==> src/source/window_settings.svh <==
/* Settings bus addresses and size limits of the window block.
   MAX_WINDOW_SIZE must stay equal to 2**MAX_LOG2_WINDOW */
`ifndef WINDOW_SETTINGS_SVH
`define WINDOW_SETTINGS_SVH

//////////////////////////////
// Settings bus addresses
//////////////////////////////

// 129 and 130 belong to the config bus of the wrapper
`define SR_WINDOW_SIZE 8'd131
`define SR_READBACK 8'd255

//////////////////////////////
// Window limits
//////////////////////////////

`define MAX_LOG2_WINDOW 12
`define MAX_WINDOW_SIZE 4096

// Returned for any readback select without a register
`define RB_DEFAULT 64'h0BADC0DE0BADC0DE

`endif

==> src/source/window_pkg.sv <==
/* Shared types of the window block.
   Index and length widths follow MAX_LOG2_WINDOW */
`include "window_settings.svh"

package window_pkg;

  // Q1.15 window coefficient
  typedef logic signed [15:0] coeff_t;

  // Position within a window, 0 to MAX_WINDOW_SIZE-1
  typedef logic [`MAX_LOG2_WINDOW-1:0] win_idx_t;

  // Window length, 1 to MAX_WINDOW_SIZE
  typedef logic [`MAX_LOG2_WINDOW:0] win_len_t;

  typedef logic [63:0] rb_data_t;
  typedef logic [2:0] rb_addr_t;

  // Complex sample, i in the upper half
  typedef struct packed {
    logic signed [15:0] i;
    logic signed [15:0] q;
  } iq_t;

  typedef struct packed {
    logic        stb;
    logic [7:0]  addr;
    logic [31:0] data;
  } set_bus_t;

  // One beat of the coefficient load stream
  typedef struct packed {
    coeff_t coeff;
    logic   last;
  } cfg_beat_t;

endpackage

==> src/source/window_regs.sv <==
/* Window length and readback select from the settings bus.
   A length of 0, or one above MAX_WINDOW_SIZE, is stored as MAX_WINDOW_SIZE */
`timescale 1ns/1ps
`include "window_settings.svh"

module window_regs (
  input  logic                  i_clk,
  input  logic                  i_rst,
  input  window_pkg::set_bus_t  i_set,
  output window_pkg::win_len_t  o_win_len,
  output logic                  o_win_len_changed,
  output window_pkg::rb_data_t  o_rb_data
);

  localparam window_pkg::win_len_t MAX_LEN = window_pkg::win_len_t'(`MAX_WINDOW_SIZE);

  window_pkg::win_len_t win_len;
  window_pkg::win_len_t wr_len;
  window_pkg::rb_addr_t rb_addr;
  logic                 wr_len_stb;
  logic                 wr_rb_stb;

  //////////////////////////////
  // Address decode
  //////////////////////////////

  assign wr_len_stb = i_set.stb && (i_set.addr == `SR_WINDOW_SIZE);
  assign wr_rb_stb  = i_set.stb && (i_set.addr == `SR_READBACK);

  // Written length before the range fixup
  assign wr_len = i_set.data[`MAX_LOG2_WINDOW:0];

  always_ff @(posedge i_clk) begin
    if (i_rst) begin
      win_len           <= MAX_LEN;
      rb_addr           <= '0;
      o_win_len_changed <= 1'b0;
    end else begin
      o_win_len_changed <= wr_len_stb;
      if (wr_len_stb) begin
        // Zero and oversize both mean a full window
        if (wr_len == '0 || wr_len > MAX_LEN) begin
          win_len <= MAX_LEN;
        end else begin
          win_len <= wr_len;
        end
      end
      if (wr_rb_stb) begin
        rb_addr <= window_pkg::rb_addr_t'(i_set.data);
      end
    end
  end

  assign o_win_len = win_len;

  //////////////////////////////
  // Readback
  //////////////////////////////

  always_comb begin
    case (rb_addr)
      3'd0:    o_rb_data = 64'(`MAX_WINDOW_SIZE);
      3'd1:    o_rb_data = {51'd0, win_len};
      default: o_rb_data = `RB_DEFAULT;
    endcase
  end

  // Downstream index restart relies on a pulse with every new length
  a_len_change_pulsed: assert property (@(posedge i_clk) disable iff (i_rst)
    (o_win_len != $past(o_win_len)) |-> o_win_len_changed)
    else $error("window length changed without the changed pulse");

endmodule

==> config.mk <==
export PLATFORM = sky130hd
export DESIGN_NAME = window_regs
export DESIGN_NICKNAME = d
export VERILOG_FILES = /design/src/source/window_pkg.sv /design/src/source/window_regs.sv
export VERILOG_INCLUDE_DIRS = /design/src /design/src/source
export SDC_FILE = /design/constraint.sdc
export NUM_CORES = 1
export LEC_CHECK = 0
export BUFFER_PORTS_ARGS = -buffer_cell sky130_fd_sc_hd__buf_2
export CORE_UTILIZATION = 25
export DETAILED_ROUTE_END_ITERATION = 8
export PLACE_DENSITY_LB_ADDON = 0.2
export SLEW_MARGIN = 20
export SYNTH_ARGS = -nofsm -noshare
export SYNTH_HDL_FRONTEND = slang
export SYNTH_SLANG_ARGS = --single-unit
export TNS_END_PERCENT = 1
==> constraint.sdc <==
create_clock -name i_clk -period 1.68 [get_ports i_clk]
set_input_delay 0.084 -clock i_clk [delete_from_list [all_inputs] [get_ports i_clk]]
set_output_delay 0.084 -clock i_clk [all_outputs]
set_load 0.005 [all_outputs]
==> impl_metrics.py, run 1 <==
metrics = {
    "placement": {
        "place_area_um2": 1400,
        "dp.final_hpwl_mm": 2.18,
        "gp_congestion": 0.738,
        "numPortBuffers": 76,
        "dpl_worst_slack_ps": 133,
    },
    "drt": {
        "vias": 1071,
        "firstDrtPassIters": 4,
        "drcViolationCount": 0,
        "wire_per_inst_um": 10.2,
        "drt_iter0_drc": 44,
        "via_per_inst": 3.92,
        "antenna_left": 0,
        "routed_wl_mm": 2.78,
    },
    "worst_setup_path": {
        "arrival_ps": 1240,
        "r2r-start": "rb_addr[0]",
        "rr_worst_depth": 2,
        "required_ps": 1600,
        "endpoint_kind": "output port",
        "crit_type": "flop to output port",
        "timing.rr.end": "rb_addr[0]",
        "rrSetupSlack_ps": 770,
        "crit_path_start_kind": "flop",
        "cp_max_fo": 26,
    },
    "global_routing": {
        "grt_pass1_vias": 838,
        "overflow": 0,
        "gr-usage-met3": 0.0139,
        "antenna_found_initial": 0,
        "grt_max_degree": 27,
        "grtUsageMet2": 0.157,
        "grt_use_total": 0.103,
        "grt_pass1_wl_mm": 4.17,
        "met1_usage": 0.141,
        "top_usage_layer": "met2",
    },
    "clocking": {
        "root_buffer": "clkbuf_8",
        "cts_hold_buf": 0,
        "post-cts-setup-buffer-count": 0,
        "cts_buffers": 3,
        "clkLatencyLatePin_ps": 250,
        "htreeDepth": 1,
        "clk_pin_slew_ps": 60,
        "cts_buffer_depth": 2,
        "cts_sinks": 17,
        "cts_tree": "built",
        "cts_resized": 0,
    },
    "timing": {
        "finalClockSkew_ps": 0,
        "setup_viol": 0,
        "fmax_mhz": 754,
        "maxSlewViolCount": 0,
        "fin_ws_ps": 353,
        "rsz0062_at_grt": "no",
        "finalSetupTns_ps": 0,
        "holdWs_ps": 24.6,
        "final_hold_viol_count": 0,
        "fin_crit_sh": 0.790,
        "final.min_clock_period_ps": 1330,
    },
    "cells_and_area": {
        "area_growth_pct": 17.3,
        "num_antenna_cells": 0,
        "fillers": 528,
        "final_area_um2": 1450,
        "finish.utilization": 0.307,
        "regArea_um2": 340,
        "drive_gt1_frac": 0.427,
        "multi_input_area_um2": 561,
        "final_nets": 250,
    },
    "die": {
        "die_area_um2": 5230,
        "start_util": 0.261,
        "rows": 25,
        "num_io_pins": 121,
        "core_um2": 4720,
        "die_h_um": 72.3,
        "die_w_um": 72.3,
    },
    "pwr": {
        "leakage_nw": 0.839,
        "power_density_nw_per_um2": 543,
        "ir_drop_mv": 0.212,
    },
    "min_path": {
        "hp-start": "i_set[34]",
        "min_to": "o_win_len_changed",
        "hold_class": "input port to flop",
        "min_path_cells": 2,
    },
    "logic_synthesis": {
        "synth_area_leader_cell": "buf_4",
        "synthCells": 155,
        "yosysUniqueCellTypes": 24,
        "synth_area_leaders": "buf_4 30%, dfxtp_1 28%, nand2_1 7.6%, a21oi_1 5.3%, nand3b_1 4.9%",
        "yosysSeqAreaShare": 0.276,
        "synth-seq-cells": 17,
        "netlist.area_leader.share": 0.304,
        "syn_area_um2": 1230,
        "avgSynthCellArea_um2": 7.97,
        "yosysWarnings": 0,
    },
    "run": {
        "cap_violations": 0,
    },
    "outcome": {
        "run_status": "complete, no violations",
    },
}
[metal layers]
layer  vias up  wire length [µm]  share of wire
li1        546                 -              -
met1       472              1320           0.48
met2        51              1260           0.45
met3         2               172          0.062
met4         0                23         0.0083
met5         -                 0              0
[metrics by stage]
stage                     instances  total power, W
after floorplan                 179        0.000487
after global placement          269        0.000489
after detailed placement        269        0.000488
after CTS                       273        0.000801
after global routing            273        0.000832
final                           273        0.000787
[worst max-delay path by stage]
stage | startpoint | end | slack, ps | cells past startpoint
after floorplan | i_set[34] | o_win_len[3] | 340 | 5
after global placement | i_set[34] | o_win_len[10] | 130 | 6
after detailed placement | i_set[34] | o_win_len[11] | 130 | 6
after CTS | rb_addr[1] | o_rb_data[48] | 320 | 5
after global routing | rb_addr[1] | o_rb_data[56] | 210 | 5
final | rb_addr[1] | o_rb_data[50] | 350 | 5
[cells in the mapped netlist]
cell type,count
or4_4,1
nor2_1,4
nor3_4,1
or3_1,1
and3_1,6
nand4_4,1
a21oi_1,13
buf_6,2
and4_1,1
a31oi_1,1
or4_1,1
clkbuf_1,5
or2_1,1
inv_1,2
conb_1,1
o211ai_1,4
nand3b_1,8
nor4_1,4
nand3_1,1
mux2i_1,4
dfxtp_1,17
buf_4,50
nand2_1,25
or3_4,1
[registers in the layout, summed over array words and instances (netlist names)]
signal and count:
o_win_len 13, o_win_len_changed 1, rb_addr 3
[layout by cell type (no fill, tap or decap), drive strengths merged]
cell and instances:
nor4 4, nand3 1, nor3 1, buf 80, and3 6, nand3b 8, clkinv 1, mux2i 4
or3 2, a21oi 13, dfxtp 17, conb 25, nand2 25, nand4 1, a31oi 1, or4 2
clkbuf 3, inv 2, nor2 4, or2 1, and4 1, o211ai 4
[report_power, final]
part	internal, W	switching (W)
Sequential	0.000403	0.000000288
Clock	0.000165	0.000143
Combinational	0.0000284	0.0000479
Total	0.000596	0.000191
[critical path, stage by stage (launching register included)]
cell and delay, ps:
dfxtp_1 310, nor2_1 140, buf_4 170, inv_1 50, buf_4 180, buf_2 140
[layout make-up]
cell class / count / share of cell area
multi-input combinational: 103 / 0.387
timing repair buffer: 80 / 0.283
sequential: 17 / 0.235
tap: 67 / 0.0579
clock buffer: 3 / 0.0285
inverter: 2 / 0.00518
clock inverter: 1 / 0.00345
[cells by family after synthesis]
family | after synthesis | synth area share
AOI/OAI and AO/OA | 18 | 0.0821
buffers and inverters | 59 | 0.343
and+or+nand+nor | 56 | 0.263
other | 1 | 0.00304
DFF | 17 | 0.276
muxes | 4 | 0.0324
(Power assumes the default switching activity.)
==> inputs of run 2 (changes only) <==
- ABC_AREA: default -> 1
- clock period: 1.68 -> 1.12 ns (I/O delays scaled with it)
==> impl_metrics.py, run 2 <==
metrics = {
    "outcome": {
        "run_status": "finished with violations",
        "violations": "negative setup slack",
    },
    "pwr": {
        "fin_total_pwr_w": 0.00121,
        "ir_drop_mv": 0.314,
        "power_density_nw_per_um2": 752,
        "leakage_nw": 0.860,
    },
    "logic_synthesis": {
        "synth_area_leader_cell": "buf_4",
        "synth_ff_type": "dfxtp_1",
        "synthTopCellsByCount": "50 x buf_4, 26 x inv_1, 22 x o21ai_0, 17 x a21oi_1, 17 x dfxtp_1",
        "syn_area_um2": 1270,
        "yosysUniqueCellTypes": 21,
        "synthMostInstantiatedCell": "buf_4",
        "avgSynthCellArea_um2": 6.93,
        "synth-seq-cells": 17,
        "synth-edff-count": 0,
        "async_flop_share": 0,
        "yosysWarnings": 0,
        "synth_area_leaders": "buf_4 30%, dfxtp_1 27%, o21ai_0 8.7%, inv_1 7.7%, a21oi_1 6.7%",
        "netlist.area_leader.share": 0.296,
        "synthCells": 183,
        "yosysSeqAreaShare": 0.268,
    },
    "clocking": {
        "cts_buffer_depth": 2,
        "cts_sinks": 17,
        "post-cts-setup-buffer-count": 0,
        "cts_tree": "built",
        "root_buffer": "clkbuf_8",
        "clkLatencyLatePin_ps": 250,
        "clk_pin_slew_ps": 70,
        "cts_buffers": 3,
        "htreeDepth": 1,
    },
    "drt": {
        "drt_iter0_drc": 25,
        "firstDrtPassIters": 4,
        "via_per_inst": 3.89,
        "vias": 1201,
        "wire_per_inst_um": 9.65,
        "routed_wl_mm": 2.98,
        "antenna_left": 0,
        "drcViolationCount": 0,
    },
    "worst_setup_path": {
        "required_ps": 1060,
        "crit_type": "flop to output port",
        "arrival_ps": 1220,
        "endpoint_kind": "output port",
        "crit_path_start_kind": "flop",
        "path_buf_inv": 3,
        "critPathMaxStageDelay_ps": 310,
        "cp_max_fo": 7,
        "slowest_stage": "dfxtp_1",
        "crit_family": "buffers and inverters",
        "path_cells": "inv_2 > nand3_4 > buf_4 > o21ai_0 > buf_2",
    },
    "timing": {
        "holdWs_ps": 31.7,
        "setup_viol": 39,
        "final_hold_viol_count": 0,
        "finalSetupTns_ps": -4760,
        "maxSlewViolCount": 0,
        "fin_ws_ps": -153,
        "rsz0062_at_grt": "yes",
        "fmax_mhz": 785,
        "finalClockSkew_ps": 0,
        "final.min_clock_period_ps": 1270,
        "fin_crit_sh": 1.14,
    },
    "placement": {
        "gp_congestion": 0.724,
        "place_area_um2": 1490,
        "dp.final_hpwl_mm": 2.29,
        "numPortBuffers": 76,
        "dpl_worst_slack_ps": -90.2,
    },
    "die": {
        "num_io_pins": 121,
        "start_util": 0.263,
        "die_w_um": 73.2,
        "die_h_um": 73.2,
        "core_um2": 4820,
        "die_area_um2": 5360,
        "rows": 25,
    },
    "global_routing": {
        "grt_pass1_wl_mm": 4.72,
        "grt_use_total": 0.113,
        "antenna_found_initial": 0,
        "grt_pass1_vias": 1058,
        "overflow": 0,
        "grt_max_degree": 17,
    },
    "cells_and_area": {
        "regArea_um2": 342,
        "drive_gt1_frac": 0.417,
        "final_area_um2": 1610,
        "area_growth_pct": 26.9,
        "num_antenna_cells": 0,
        "layout_commonest_cell": "buf_2",
        "multi_input_area_um2": 563,
        "fillers": 528,
        "largest_register_ffs": 13,
        "layout_common_cells": "76 x buf_2, 25 x conb_1, 22 x inv_1",
        "final_nets": 286,
    },
    "min_path": {
        "hold_class": "input port to flop",
    },
    "run": {
        "cap_violations": 0,
    },
}
[run 2: kinds of logic after synthesis]
group                  count (synthesis)  share of synthesized area
AND/OR/NAND/NOR                       45                      0.179
other                                  1                    0.00296
flip-flops                            17                      0.268
buffers and inverters                 80                      0.392
AO/OA/AOI/OAI                         40                      0.158
[run 2: per-stage QoR]
stage | std cells | util
floorplan | 207 | -
global placement | 301 | 0.310
detailed placement | 301 | 0.310
CTS | 309 | 0.329
global route | 309 | 0.334
finish | 309 | 0.334
[run 2: layer usage]
metal / GRT usage / vias to the layer above / wire length [µm]
li1: - / 622 / -
met1: 0.129 / 510 / 1290
met2: 0.216 / 67 / 1470
met3: 0.0235 / 2 / 213
met4: 0.0196 / 0 / 7
met5: 0 / - / 0
[run 2: tightest hold or removal path: cells and delay by family]
family	cells	cell delay (ps)
AOI/OAI and AO/OA	2	100
buffers and inverters	1	100
[run 2: cell type report]
type,count,area share
multi-input cells,110,0.350
well taps,67,0.0521
repair buffers,82,0.281
clock buffers,4,0.0280
repair inverters,3,0.0140
flip-flops and latches,17,0.212
inverters,26,0.0629
[run 2: final timing paths]
check / from / end / slack [ps] / depth (start not counted)
hold reg to reg: o_win_len[12] / o_win_len[12] / 500 / 2
hold / removal: i_rst / o_win_len[12] / 30 / 3
setup reg to reg: o_win_len[3] / o_win_len[3] / 450 / 2
setup / recovery: rb_addr[1] / o_rb_data[2] / -150 / 5
[run 2: power breakdown]
part | switching, W | total, W | internal (W)
Clock | 0.000205 | 0.000456 | 0.000252
Sequential | 0.000000930 | 0.000606 | 0.000606
Combinational | 0.0000879 | 0.000148 | 0.0000598
Total | 0.000293 | 0.00121 | 0.000917
[run 2: repair_timing]
item / CTS / global route
hold endpoints to repair: 1 / 0
gates resized for setup: 8 / 10
gates cloned: 3 / 0
endpoints found under the setup margin: 39 / 39
pin swaps: 2 / 1
hold buffers: 1 / 0
