<file path="src/source/window_settings.svh">
/* Settings bus addresses and size limits of the window block.
   MAX_WINDOW_SIZE must stay equal to 2**MAX_LOG2_WINDOW */
`ifndef WINDOW_SETTINGS_SVH
`define WINDOW_SETTINGS_SVH

//////////////////////////////
// Settings bus addresses
//////////////////////////////

// 129 and 130 belong to the config bus of the wrapper
`define SR_WINDOW_SIZE 8'd131
`define SR_READBACK 8'd255

//////////////////////////////
// Window limits
//////////////////////////////

`define MAX_LOG2_WINDOW 12
`define MAX_WINDOW_SIZE 4096

// Returned for any readback select without a register
`define RB_DEFAULT 64'h0BADC0DE0BADC0DE

`endif

</file>
<file path="src/source/window_pkg.sv">
/* Shared types of the window block.
   Index and length widths follow MAX_LOG2_WINDOW */
`include "window_settings.svh"

package window_pkg;

  // Q1.15 window coefficient
  typedef logic signed [15:0] coeff_t;

  // Position within a window, 0 to MAX_WINDOW_SIZE-1
  typedef logic [`MAX_LOG2_WINDOW-1:0] win_idx_t;

  // Window length, 1 to MAX_WINDOW_SIZE
  typedef logic [`MAX_LOG2_WINDOW:0] win_len_t;

  typedef logic [63:0] rb_data_t;
  typedef logic [2:0] rb_addr_t;

  // Complex sample, i in the upper half
  typedef struct packed {
    logic signed [15:0] i;
    logic signed [15:0] q;
  } iq_t;

  typedef struct packed {
    logic        stb;
    logic [7:0]  addr;
    logic [31:0] data;
  } set_bus_t;

  // One beat of the coefficient load stream
  typedef struct packed {
    coeff_t coeff;
    logic   last;
  } cfg_beat_t;

endpackage

</file>
<file path="src/source/window_mult.sv">
/* Two stage window multiplier with one sample per cycle throughput.
   The sample accepted in the cycle of a length change gets index 0.
   Products are truncated, no rounding and no saturation */
`timescale 1ns/1ps

module window_mult (
  input  logic                 i_clk,
  input  logic                 i_rst,
  input  window_pkg::win_len_t i_win_len,
  input  logic                 i_win_len_changed,
  input  window_pkg::iq_t      i_sample,
  input  logic                 i_valid,
  output logic                 o_ready,
  output logic                 o_rd_en,
  output window_pkg::win_idx_t o_rd_addr,
  input  window_pkg::coeff_t   i_coeff,
  output window_pkg::iq_t      o_sample,
  output logic                 o_last,
  output logic                 o_valid,
  input  logic                 i_ready
);

  window_pkg::win_idx_t idx;
  window_pkg::win_idx_t cur_idx;
  window_pkg::win_len_t len_m1;
  logic                 at_end;
  logic                 accept;
  logic                 s2_free;
  logic                 s1_move;

  // Stage one holds the sample while its coefficient is read
  window_pkg::iq_t      s1_sample;
  logic                 s1_last;
  logic                 s1_valid;

  // Q1.15 scale, keeps bits 30:15 of the full product
  function automatic logic signed [15:0] apply_coeff(logic signed [15:0] x,
                                                     window_pkg::coeff_t c);
    logic signed [31:0] p;
    p = x * c;
    return p[30:15];
  endfunction

  //////////////////////////////
  // Handshake
  //////////////////////////////

  assign s2_free = !o_valid || i_ready;
  assign s1_move = s1_valid && s2_free;
  assign o_ready = !s1_valid || s2_free;
  assign accept  = i_valid && o_ready;

  //////////////////////////////
  // Window index
  //////////////////////////////

  assign cur_idx = i_win_len_changed ? '0 : idx;
  assign len_m1  = i_win_len - window_pkg::win_len_t'(1);
  assign at_end  = ({1'b0, cur_idx} == len_m1);

  always_ff @(posedge i_clk) begin
    if (i_rst) begin
      idx <= '0;
    end else if (accept) begin
      idx <= at_end ? '0 : cur_idx + 1'b1;
    end else if (i_win_len_changed) begin
      idx <= '0;
    end
  end

  // Coefficient arrives while the sample sits in stage one
  assign o_rd_en   = accept;
  assign o_rd_addr = cur_idx;

  //////////////////////////////
  // Pipeline control
  //////////////////////////////

  always_ff @(posedge i_clk) begin
    if (i_rst) begin
      s1_valid <= 1'b0;
      s1_last  <= 1'b0;
      o_valid  <= 1'b0;
      o_last   <= 1'b0;
    end else begin
      if (accept) begin
        s1_valid <= 1'b1;
        s1_last  <= at_end;
      end else if (s1_move) begin
        s1_valid <= 1'b0;
      end
      if (s2_free) begin
        o_valid <= s1_valid;
        if (s1_valid) begin
          o_last <= s1_last;
        end
      end
    end
  end

  always_ff @(posedge i_clk) begin
    if (accept) begin
      s1_sample <= i_sample;
    end
    if (s1_move) begin
      o_sample.i <= apply_coeff(s1_sample.i, i_coeff);
      o_sample.q <= apply_coeff(s1_sample.q, i_coeff);
    end
  end

  a_out_stable: assert property (@(posedge i_clk) disable iff (i_rst)
    o_valid && !i_ready |=> o_valid && $stable(o_sample) && $stable(o_last))
    else $error("output changed while stalled");

  // Length comes from the register block, index from this counter
  a_idx_range: assert property (@(posedge i_clk) disable iff (i_rst)
    {1'b0, cur_idx} < i_win_len)
    else $error("window index not below window length");

endmodule

</file>
<file path="config.mk">
export PLATFORM = sky130hd
export DESIGN_NAME = window_mult
export DESIGN_NICKNAME = d
export VERILOG_FILES = /design/src/source/window_pkg.sv /design/src/source/window_mult.sv
export VERILOG_INCLUDE_DIRS = /design/src /design/src/source
export SDC_FILE = /design/constraint.sdc
export NUM_CORES = 1
export LEC_CHECK = 0
export BUFFER_PORTS_ARGS = -buffer_cell sky130_fd_sc_hd__buf_2
export CAP_MARGIN = 20
export CORE_MARGIN = 1.5
export CORE_UTILIZATION = 65
export CTS_CLUSTER_SIZE = 8
export DETAILED_ROUTE_END_ITERATION = 8
export GPL_ROUTABILITY_DRIVEN = 0
export PLACE_DENSITY = 0.86
export SLEW_MARGIN = 15
export SYNTH_ARGS = -nofsm -noshare
export SYNTH_HDL_FRONTEND = slang
export SYNTH_SLANG_ARGS = --single-unit
</file>
<file path="constraint.sdc">
create_clock -name i_clk -period 7.4 [get_ports i_clk]
set_input_delay 0.74 -clock i_clk [delete_from_list [all_inputs] [get_ports i_clk]]
set_output_delay 0.74 -clock i_clk [all_outputs]
set_load 0.02 [all_outputs]
</file>
==> metrics.md, run 1 <==
| Metric | Value |
|---|---|
| FF+latch count, synth | `80` |
| Final setup viols | `0` |
| Hold Worst Slack | `roughly 0.47 ns` |
| Max-cap viol count | `0` |
| Tcrit/Tclk final | `0.951` |
| Fill cells | `2364` |
| Synthesized Nets | `~3000` |
| Asr flop ratio synth | `0` |
| Starting density of the core | `0.662` |
| Mapped Cells | `between 2000 and 2500` |
| Reg2reg end | `o_sample[29]` |
| Worst EP required | `7.57 ns` |
| Peak fanout along the critical path | `16` |
| Slew HR | `0.383` |
| DR iter-0 viols | `approximately 1000` |
| Most frequent cell after synthesis | `inv_1` |
| Cell depth of the worst flop-to-flop path | `21` |
| Largest net degree at the start of global routing | `34` |
| CTS tree | `done` |
| Post-CTS resize count | `0` |
| # H-tree levels | `3` |
| CTS buffer count | `9` |
| Top cell type's share of synthesized area | `0.471` |
| Maximum clock path buffer count | `2` |
| Row count | `66` |
| Slew Viols, Final | `0` |
| Vias/cell | `about 5.6` |
| Worst r2r src | `s1_sample[23]` |
| CTS Root Cell | `clkbuf_16` |
| Hold Path Stages | `2` |
| Area grow syn2layout | `6.05%` |
| Final worst path period need | `7.04 ns` |
| Synth top area cells | `fa_1 47%, inv_1 9.8%, ha_1 9.0%, edfxtp_1 8.9%, and2_1 6.7%` |
| Core Area | `32700 um^2` |
| Post-route cell area | `about 23000 um^2` |
| EDFF count, synth | `64` |
| Die ar. | `~34000 um^2` |
| Reg-to-reg slack, setup | `around 0.36 ns` |
| Hold Path Sink | `o_valid` |
| Skew-Pair Late Insertion Delay | `between 0.3 and 0.4 ns` |
| DP Area | `between 20000 and 25000 um^2` |
| Status | `completed` |
| Critical Path Start Type | `register` |
| Worst-Margin Slew | `0.926 ns` |
| CTS Sinks | `80` |
| WL final | `around 48000 um` |
| Number of port buffers | `~110` |
| Critical path arrival | `between 7 and 8 ns` |
| Fmax | `142 MHz` |
| DR vias | `between 15000 and 20000` |
| DP HPWL | `between 30000 and 40000 um` |
| Post-Route Setup TNS | `0 ns` |
| Most used flip-flop cell after synthesis | `edfxtp_1` |
| TritonRoute pass-1 iters | `5` |
| Die W | `186 um` |
| Final Hold Fails | `0` |
| Commonest cells post-synth | `566 x inv_1, 510 x fa_1, 278 x nand2_1` |
| Cell Area, Synth | `approximately 22000 um^2` |
| ANT nets after route | `0` |
| Setup CP Type | `reg2reg` |
| Final design utilization | `0.702` |
| Remaining DRCs | `0` |
| HP Class | `reg2reg` |
| Clk pin slew, worst setup/hold paths | `0.07 ns` |
| RSZ-0062 raised after global routing | `false` |
| Seq/Total Area, Yosys | `0.104` |
| Vias in the first global route | `~18000` |
| Mapped Avg Cell Area | `between 9 and 10 um^2` |
| Routed WL per cell | `17.3 um` |
| Total congestion overflow | `0` |
| Setup Buffers After CTS | `0` |
| Clock skew | `approximately 0.018 ns` |
| Netlist cell types | `60` |
| Endpoint class of the critical path | `register` |
| Final Net Count | `roughly 3100` |
| Antenna violations before repair | `3` |
| Die height | `roughly 190 um` |
| Ports | `114` |
| HP Start | `s1_valid` |
| Cts hold-fix bufs | `0` |
| Gr usage total | `0.312` |
| First-pass GRT wire length | `between 80000 and 90000 um` |
| Layout cell share with drive strength beyond 1 | `0.0734` |
| Warnings from Yosys | `0` |
| Dominant cell type by area after synthesis | `fa_1` |
-- metal layers --
layer,wire length [um],global-route usage
met5,60,0.0133
met4,2130,0.151
met3,4560,0.0708
met2,24700,0.547
met1,16500,0.360
-- final cells by class --
| class | instances | area [um^2] | area share |
|---|---|---|---|
| Sequential cell | 80 | 2240 | 0.0976 |
| Clock inverter | 7 | 76.3 | 0.00332 |
| Timing Repair Buffer | 141 | 776 | 0.0338 |
| Clock buffer | 9 | 225 | 0.00981 |
| Inverter | 567 | 2130 | 0.0927 |
| Tap cell | 442 | 553 | 0.0241 |
| Antenna cell | 3 | 7.51 | 0.000327 |
| Multi-Input combinational cell | 1526 | 17000 | 0.738 |
-- stage by stage --
| step | setup WS, ns | std cells |
|---|---|---|
| 6_report | 0.364 | 2775 |
| 5_1_grt | 0.163 | 2772 |
| 4_1_cts | 0.467 | 2772 |
| 3_5_place_dp | 0.325 | 2756 |
| 3_3_place_gp | 0.543 | 2756 |
| 2_1_floorplan | 0.950 | 2258 |
-- kinds of logic after synthesis --
group	Yosys count	synth area share
DFF	80	0.104
muxes	4	0.00185
and+or+nand+nor	663	0.153
xor gates and xnor gates	72	0.0291
adders and majority gates	666	0.562
buffers and inverters	652	0.113
AOI/OAI and AO/OA	121	0.0370
-- worst max-delay path: stages (launching register included) --
cell and delay, ns:
edfxtp_1 0.84, nand2_1 0.19, fa_1 0.57, inv_1 0.06, fa_1 0.50, inv_1 0.05
fa_1 0.55, inv_1 0.06, fa_1 0.38, fa_1 0.51, inv_1 0.05, fa_1 0.48
inv_1 0.04, ha_1 0.33, a222oi_1 0.35, o21ai_0 0.14, nor4_1 0.17, o21ai_0 0.29
a211oi_2 0.37, a311oi_1 0.26, or4b_1 0.51, o311ai_0 0.12
-- placed cells by master (no fill, tap or decap), types with 11 or more instances in the layout --
cell      Yosys  layout
fa_1        510     510
dfxtp_1      16      16
nor3_1       11      11
nor2b_1      15      15
and2_1      232     231
nand2b_1     20      20
buf_2         2     113
edfxtp_1     64      64
a21oi_1      38      38
ha_1        156     156
xor2_1       22      22
nor2_1       60      60
xnor2_1      50      50
nand2_1     278     278
nand3_1      15      15
inv_1       566     566
buf_4         0      28
o21ai_0      30      30
-- registers in the layout, summed over array words and instances (netlist names) --
name       cells
s1_valid       1
s1_sample     32
o_sample      32
o_valid        1
idx           12
s1_last        1
o_last         1
-- how the worst max path moves through the flow --
stage	start	end	slack (ns)	depth (start not counted)
after global routing	s1_sample[23]	o_sample[29]	0.16	21
after detailed placement	i_coeff[1]	o_sample[15]	0.32	20
final	s1_sample[23]	o_sample[29]	0.36	21
after floorplan	i_coeff[7]	o_sample[29]	0.95	22
after global placement	i_coeff[4]	o_sample[29]	0.54	21
after CTS	s1_sample[23]	o_sample[29]	0.47	21
Power of run 1 is not shown: default switching activity piles up to over one toggle a cycle in this logic, so the estimate is an artifact.
==> run 2: changes to the inputs <==
--- a/config.mk
+++ b/config.mk
@@ -9,11 +9,12 @@
 export BUFFER_PORTS_ARGS = -buffer_cell sky130_fd_sc_hd__buf_2
 export CAP_MARGIN = 20
 export CORE_MARGIN = 1.5
-export CORE_UTILIZATION = 65
+export CORE_UTILIZATION = 30
+export CTS_BUF_LIST = sky130_fd_sc_hd__clkbuf_16
 export CTS_CLUSTER_SIZE = 8
 export DETAILED_ROUTE_END_ITERATION = 8
 export GPL_ROUTABILITY_DRIVEN = 0
-export PLACE_DENSITY = 0.86
+export PLACE_DENSITY = 0.47
 export SLEW_MARGIN = 15
 export SYNTH_ARGS = -nofsm -noshare
 export SYNTH_HDL_FRONTEND = slang
==> metrics.md, run 2 (synthesized netlist as in run 1, its figures left out) <==
| Metric | Value |
|---|---|
| Final Hold Fails | `0 (unchanged)` |
| Clk pin slew, worst setup/hold paths | `0.09 ns (was 0.07 ns)` |
| Core Area | `71500 um^2 (was 32700 um^2)` |
| Hold Path Sink | `o_valid (unchanged)` |
| Worst-Margin Slew | `1.07 ns (was 0.926 ns)` |
| CP max stage delay | `0.69 ns (was 0.84 ns)` |
| Gr usage total | `0.154 (was 0.312)` |
| Row count | `98 (was 66)` |
| Vias/cell | `4.53 (was 5.59)` |
| DR vias | `15000 (was 15500)` |
| First-pass GRT wire length | `89000 um (was 82800 um)` |
| Status | `completed (unchanged)` |
| Most frequent cells in the layout | `566 x inv_1, 510 x fa_1, 278 x nand2_1 (unchanged)` |
| CTS tree | `done (unchanged)` |
| Maximum clock path buffer count | `2 (unchanged)` |
| Post-Route Setup TNS | `0 ns (unchanged)` |
| Reg2reg end | `o_sample[29] (unchanged)` |
| Skew-Pair Late Insertion Delay | `0.40 ns (was 0.38 ns)` |
| Worst EP required | `7.60 ns (was 7.57 ns)` |
| Fin worst setup slack | `0.498 ns (was 0.364 ns)` |
| Antenna violations before repair | `23 (was 3)` |
| Slew Viols, Final | `0 (unchanged)` |
| Area grow syn2layout | `9.68% (was 6.05%)` |
| Commonest non-fill, non-tap cell in the layout | `inv_1 (unchanged)` |
| Place WS | `0.359 ns (was 0.325 ns)` |
| Critical Path Start Type | `register (unchanged)` |
| Slew HR | `0.287 (was 0.383)` |
| Setup crit start | `s1_sample[21] (was s1_sample[23])` |
| Final worst path period need | `6.90 ns (was 7.04 ns)` |
| WL final | `53000 um (was 47900 um)` |
| DR iter-0 viols | `721 (was 1045)` |
| DP HPWL | `45100 um (was 39500 um)` |
| HP Start | `s1_valid (unchanged)` |
| HP Class | `reg2reg (unchanged)` |
| Vias in the first global route | `16700 (was 17900)` |
| CTS Root Cell | `clkbuf_16 (unchanged)` |
| Placed insts | `3279 (was 2756)` |
| # H-tree levels | `3 (unchanged)` |
| Setup CP Type | `reg2reg (unchanged)` |
| Post-CTS resize count | `0 (unchanged)` |
| Final setup viols | `0 (unchanged)` |
| Largest registers | `o_sample (32), s1_sample (32), idx (12) (unchanged)` |
| CTS buffer count | `9 (unchanged)` |
| Fill cells | `7448 (was 2364)` |
| Total congestion overflow | `0 (unchanged)` |
| Final Net Count | `3074 (was 3057)` |
| Die ar. | `73800 um^2 (was 34400 um^2)` |
| Clock skew | `0.0233 ns (was 0.0176 ns)` |
| Endpoint class of the critical path | `register (unchanged)` |
| CP delay by family, top | `adder cells (unchanged)` |
| CTS Sinks | `80 (unchanged)` |
| Final design utilization | `0.332 (was 0.702)` |
| Hold Path Stages | `2 (unchanged)` |
| Largest net degree at the start of global routing | `37 (was 34)` |
| Cell depth of the worst flop-to-flop path | `20 (was 21)` |
| Tcrit/Tclk final | `0.933 (was 0.951)` |
| Max-cap viol count | `0 (unchanged)` |
| Worst r2r src | `s1_sample[21] (was s1_sample[23])` |
| Worst path cell trace | `and2_1 -> fa_1 -> inv_1 -> fa_1 -> inv_1 -> fa_1 -> fa_1 -> fa_1 -> inv_1 -> fa_1 -> inv_1 -> ha_1 -> a222oi_1 -> o21ai_0 -> nor4_1 -> o21ai_0 -> a211oi_2 -> a311oi_1 -> or4b_1 -> o311ai_0 (was nand2_1 -> fa_1 -> inv_1 -> fa_1 -> inv_1 -> fa_1 -> inv_1 -> fa_1 -> fa_1 -> inv_1 -> fa_1 -> inv_1 -> ha_1 -> a222oi_1 -> o21ai_0 -> nor4_1 -> o21ai_0 -> a211oi_2 -> a311oi_1 -> or4b_1 -> o311ai_0)` |
| Layout Cells excl Fill | `3307 (was 2775)` |
| Starting density of the core | `0.303 (was 0.662)` |
| Fmax | `145 MHz (was 142 MHz)` |
| TritonRoute pass-1 iters | `5 (unchanged)` |
| Ports | `114 (unchanged)` |
| Routed WL per cell | `16.0 um (was 17.3 um)` |
| Die height | `272 um (was 186 um)` |
| Die W | `272 um (was 186 um)` |
| Seq. cell area | `2240 um^2 (unchanged)` |
| Slowest-stage cell, CP | `edfxtp_1 (unchanged)` |
| Reg-to-reg slack, setup | `0.50 ns (was 0.36 ns)` |
| RSZ-0062 raised after global routing | `false (unchanged)` |
| Peak fanout along the critical path | `16 (unchanged)` |
| Setup Buffers After CTS | `0 (unchanged)` |
| Number of port buffers | `113 (unchanged)` |
| Critical path arrival | `7.10 ns (was 7.21 ns)` |
| Remaining DRCs | `0 (unchanged)` |
| Layout cell share with drive strength beyond 1 | `0.0801 (was 0.0734)` |
| Crit-path most repeated cell | `fa_1 (unchanged)` |
| Critical path buffer and inverter count | `4 (was 5)` |
| ANT nets after route | `0 (unchanged)` |
| Area of the multi-input gates | `17000 um^2 (unchanged)` |
| Cts hold-fix bufs | `0 (unchanged)` |
run 2: cell count changes in the layout (fill, tap and decap cells not counted):
cell,delta
buf_4,+17
clkinv_2,-1
inv_6,-2
clkinv_4,+3
inv_8,+2
clkinvlp_4,-2
clkbuf_16,+1
bufinv_16,-1
diode_2,+7
run 2: through the flow:
stage	area, um^2	hold WS, ns
after floorplan	21700	0.428
after global placement	23400	0.446
after detailed placement	23400	0.459
after CTS	23700	0.482
after global routing	23700	0.491
final	23800	0.475
run 2: area by class of cell:
type	instances	area share
Clock inverter	6	0.00242
Antenna cell	10	0.00105
Inverter	567	0.0896
Clock buffer	10	0.0105
Timing Repair Buffer	158	0.0380
Sequential cell	80	0.0944
Tap cell	950	0.0500
Multi-Input combinational cell	1526	0.714
run 2: worst max-delay path by stage:
stage / to / slack [ns] / cells past startpoint
2_1_floorplan: o_sample[29] / 0.95 / 22
3_3_place_gp: o_sample[29] / 0.43 / 20
3_5_place_dp: o_sample[29] / 0.36 / 20
4_1_cts: o_sample[29] / 0.52 / 20
5_1_grt: o_sample[29] / 0.06 / 21
6_report: o_sample[29] / 0.50 / 20
run 2: layer usage:
layer,track usage,vias up,wire length [um]
met2,0.260,283,26000
met5,0,-,164
li1,-,6801,-
met3,0.0345,72,2620
met1,0.200,7797,23200
met4,0.0390,24,970
run 2: worst register-to-register path, cell delays in order, from the launching register on:
cell,delay (ns)
edfxtp_1,0.69
and2_1,0.33
fa_1,0.54
inv_1,0.06
fa_1,0.53
inv_1,0.05
fa_1,0.51
fa_1,0.43
fa_1,0.51
inv_1,0.05
fa_1,0.47
inv_1,0.04
ha_1,0.33
a222oi_1,0.31
o21ai_0,0.16
nor4_1,0.16
o21ai_0,0.31
a211oi_2,0.36
a311oi_1,0.23
or4b_1,0.51
o311ai_0,0.12
Power of run 2 is left out for the same reason.
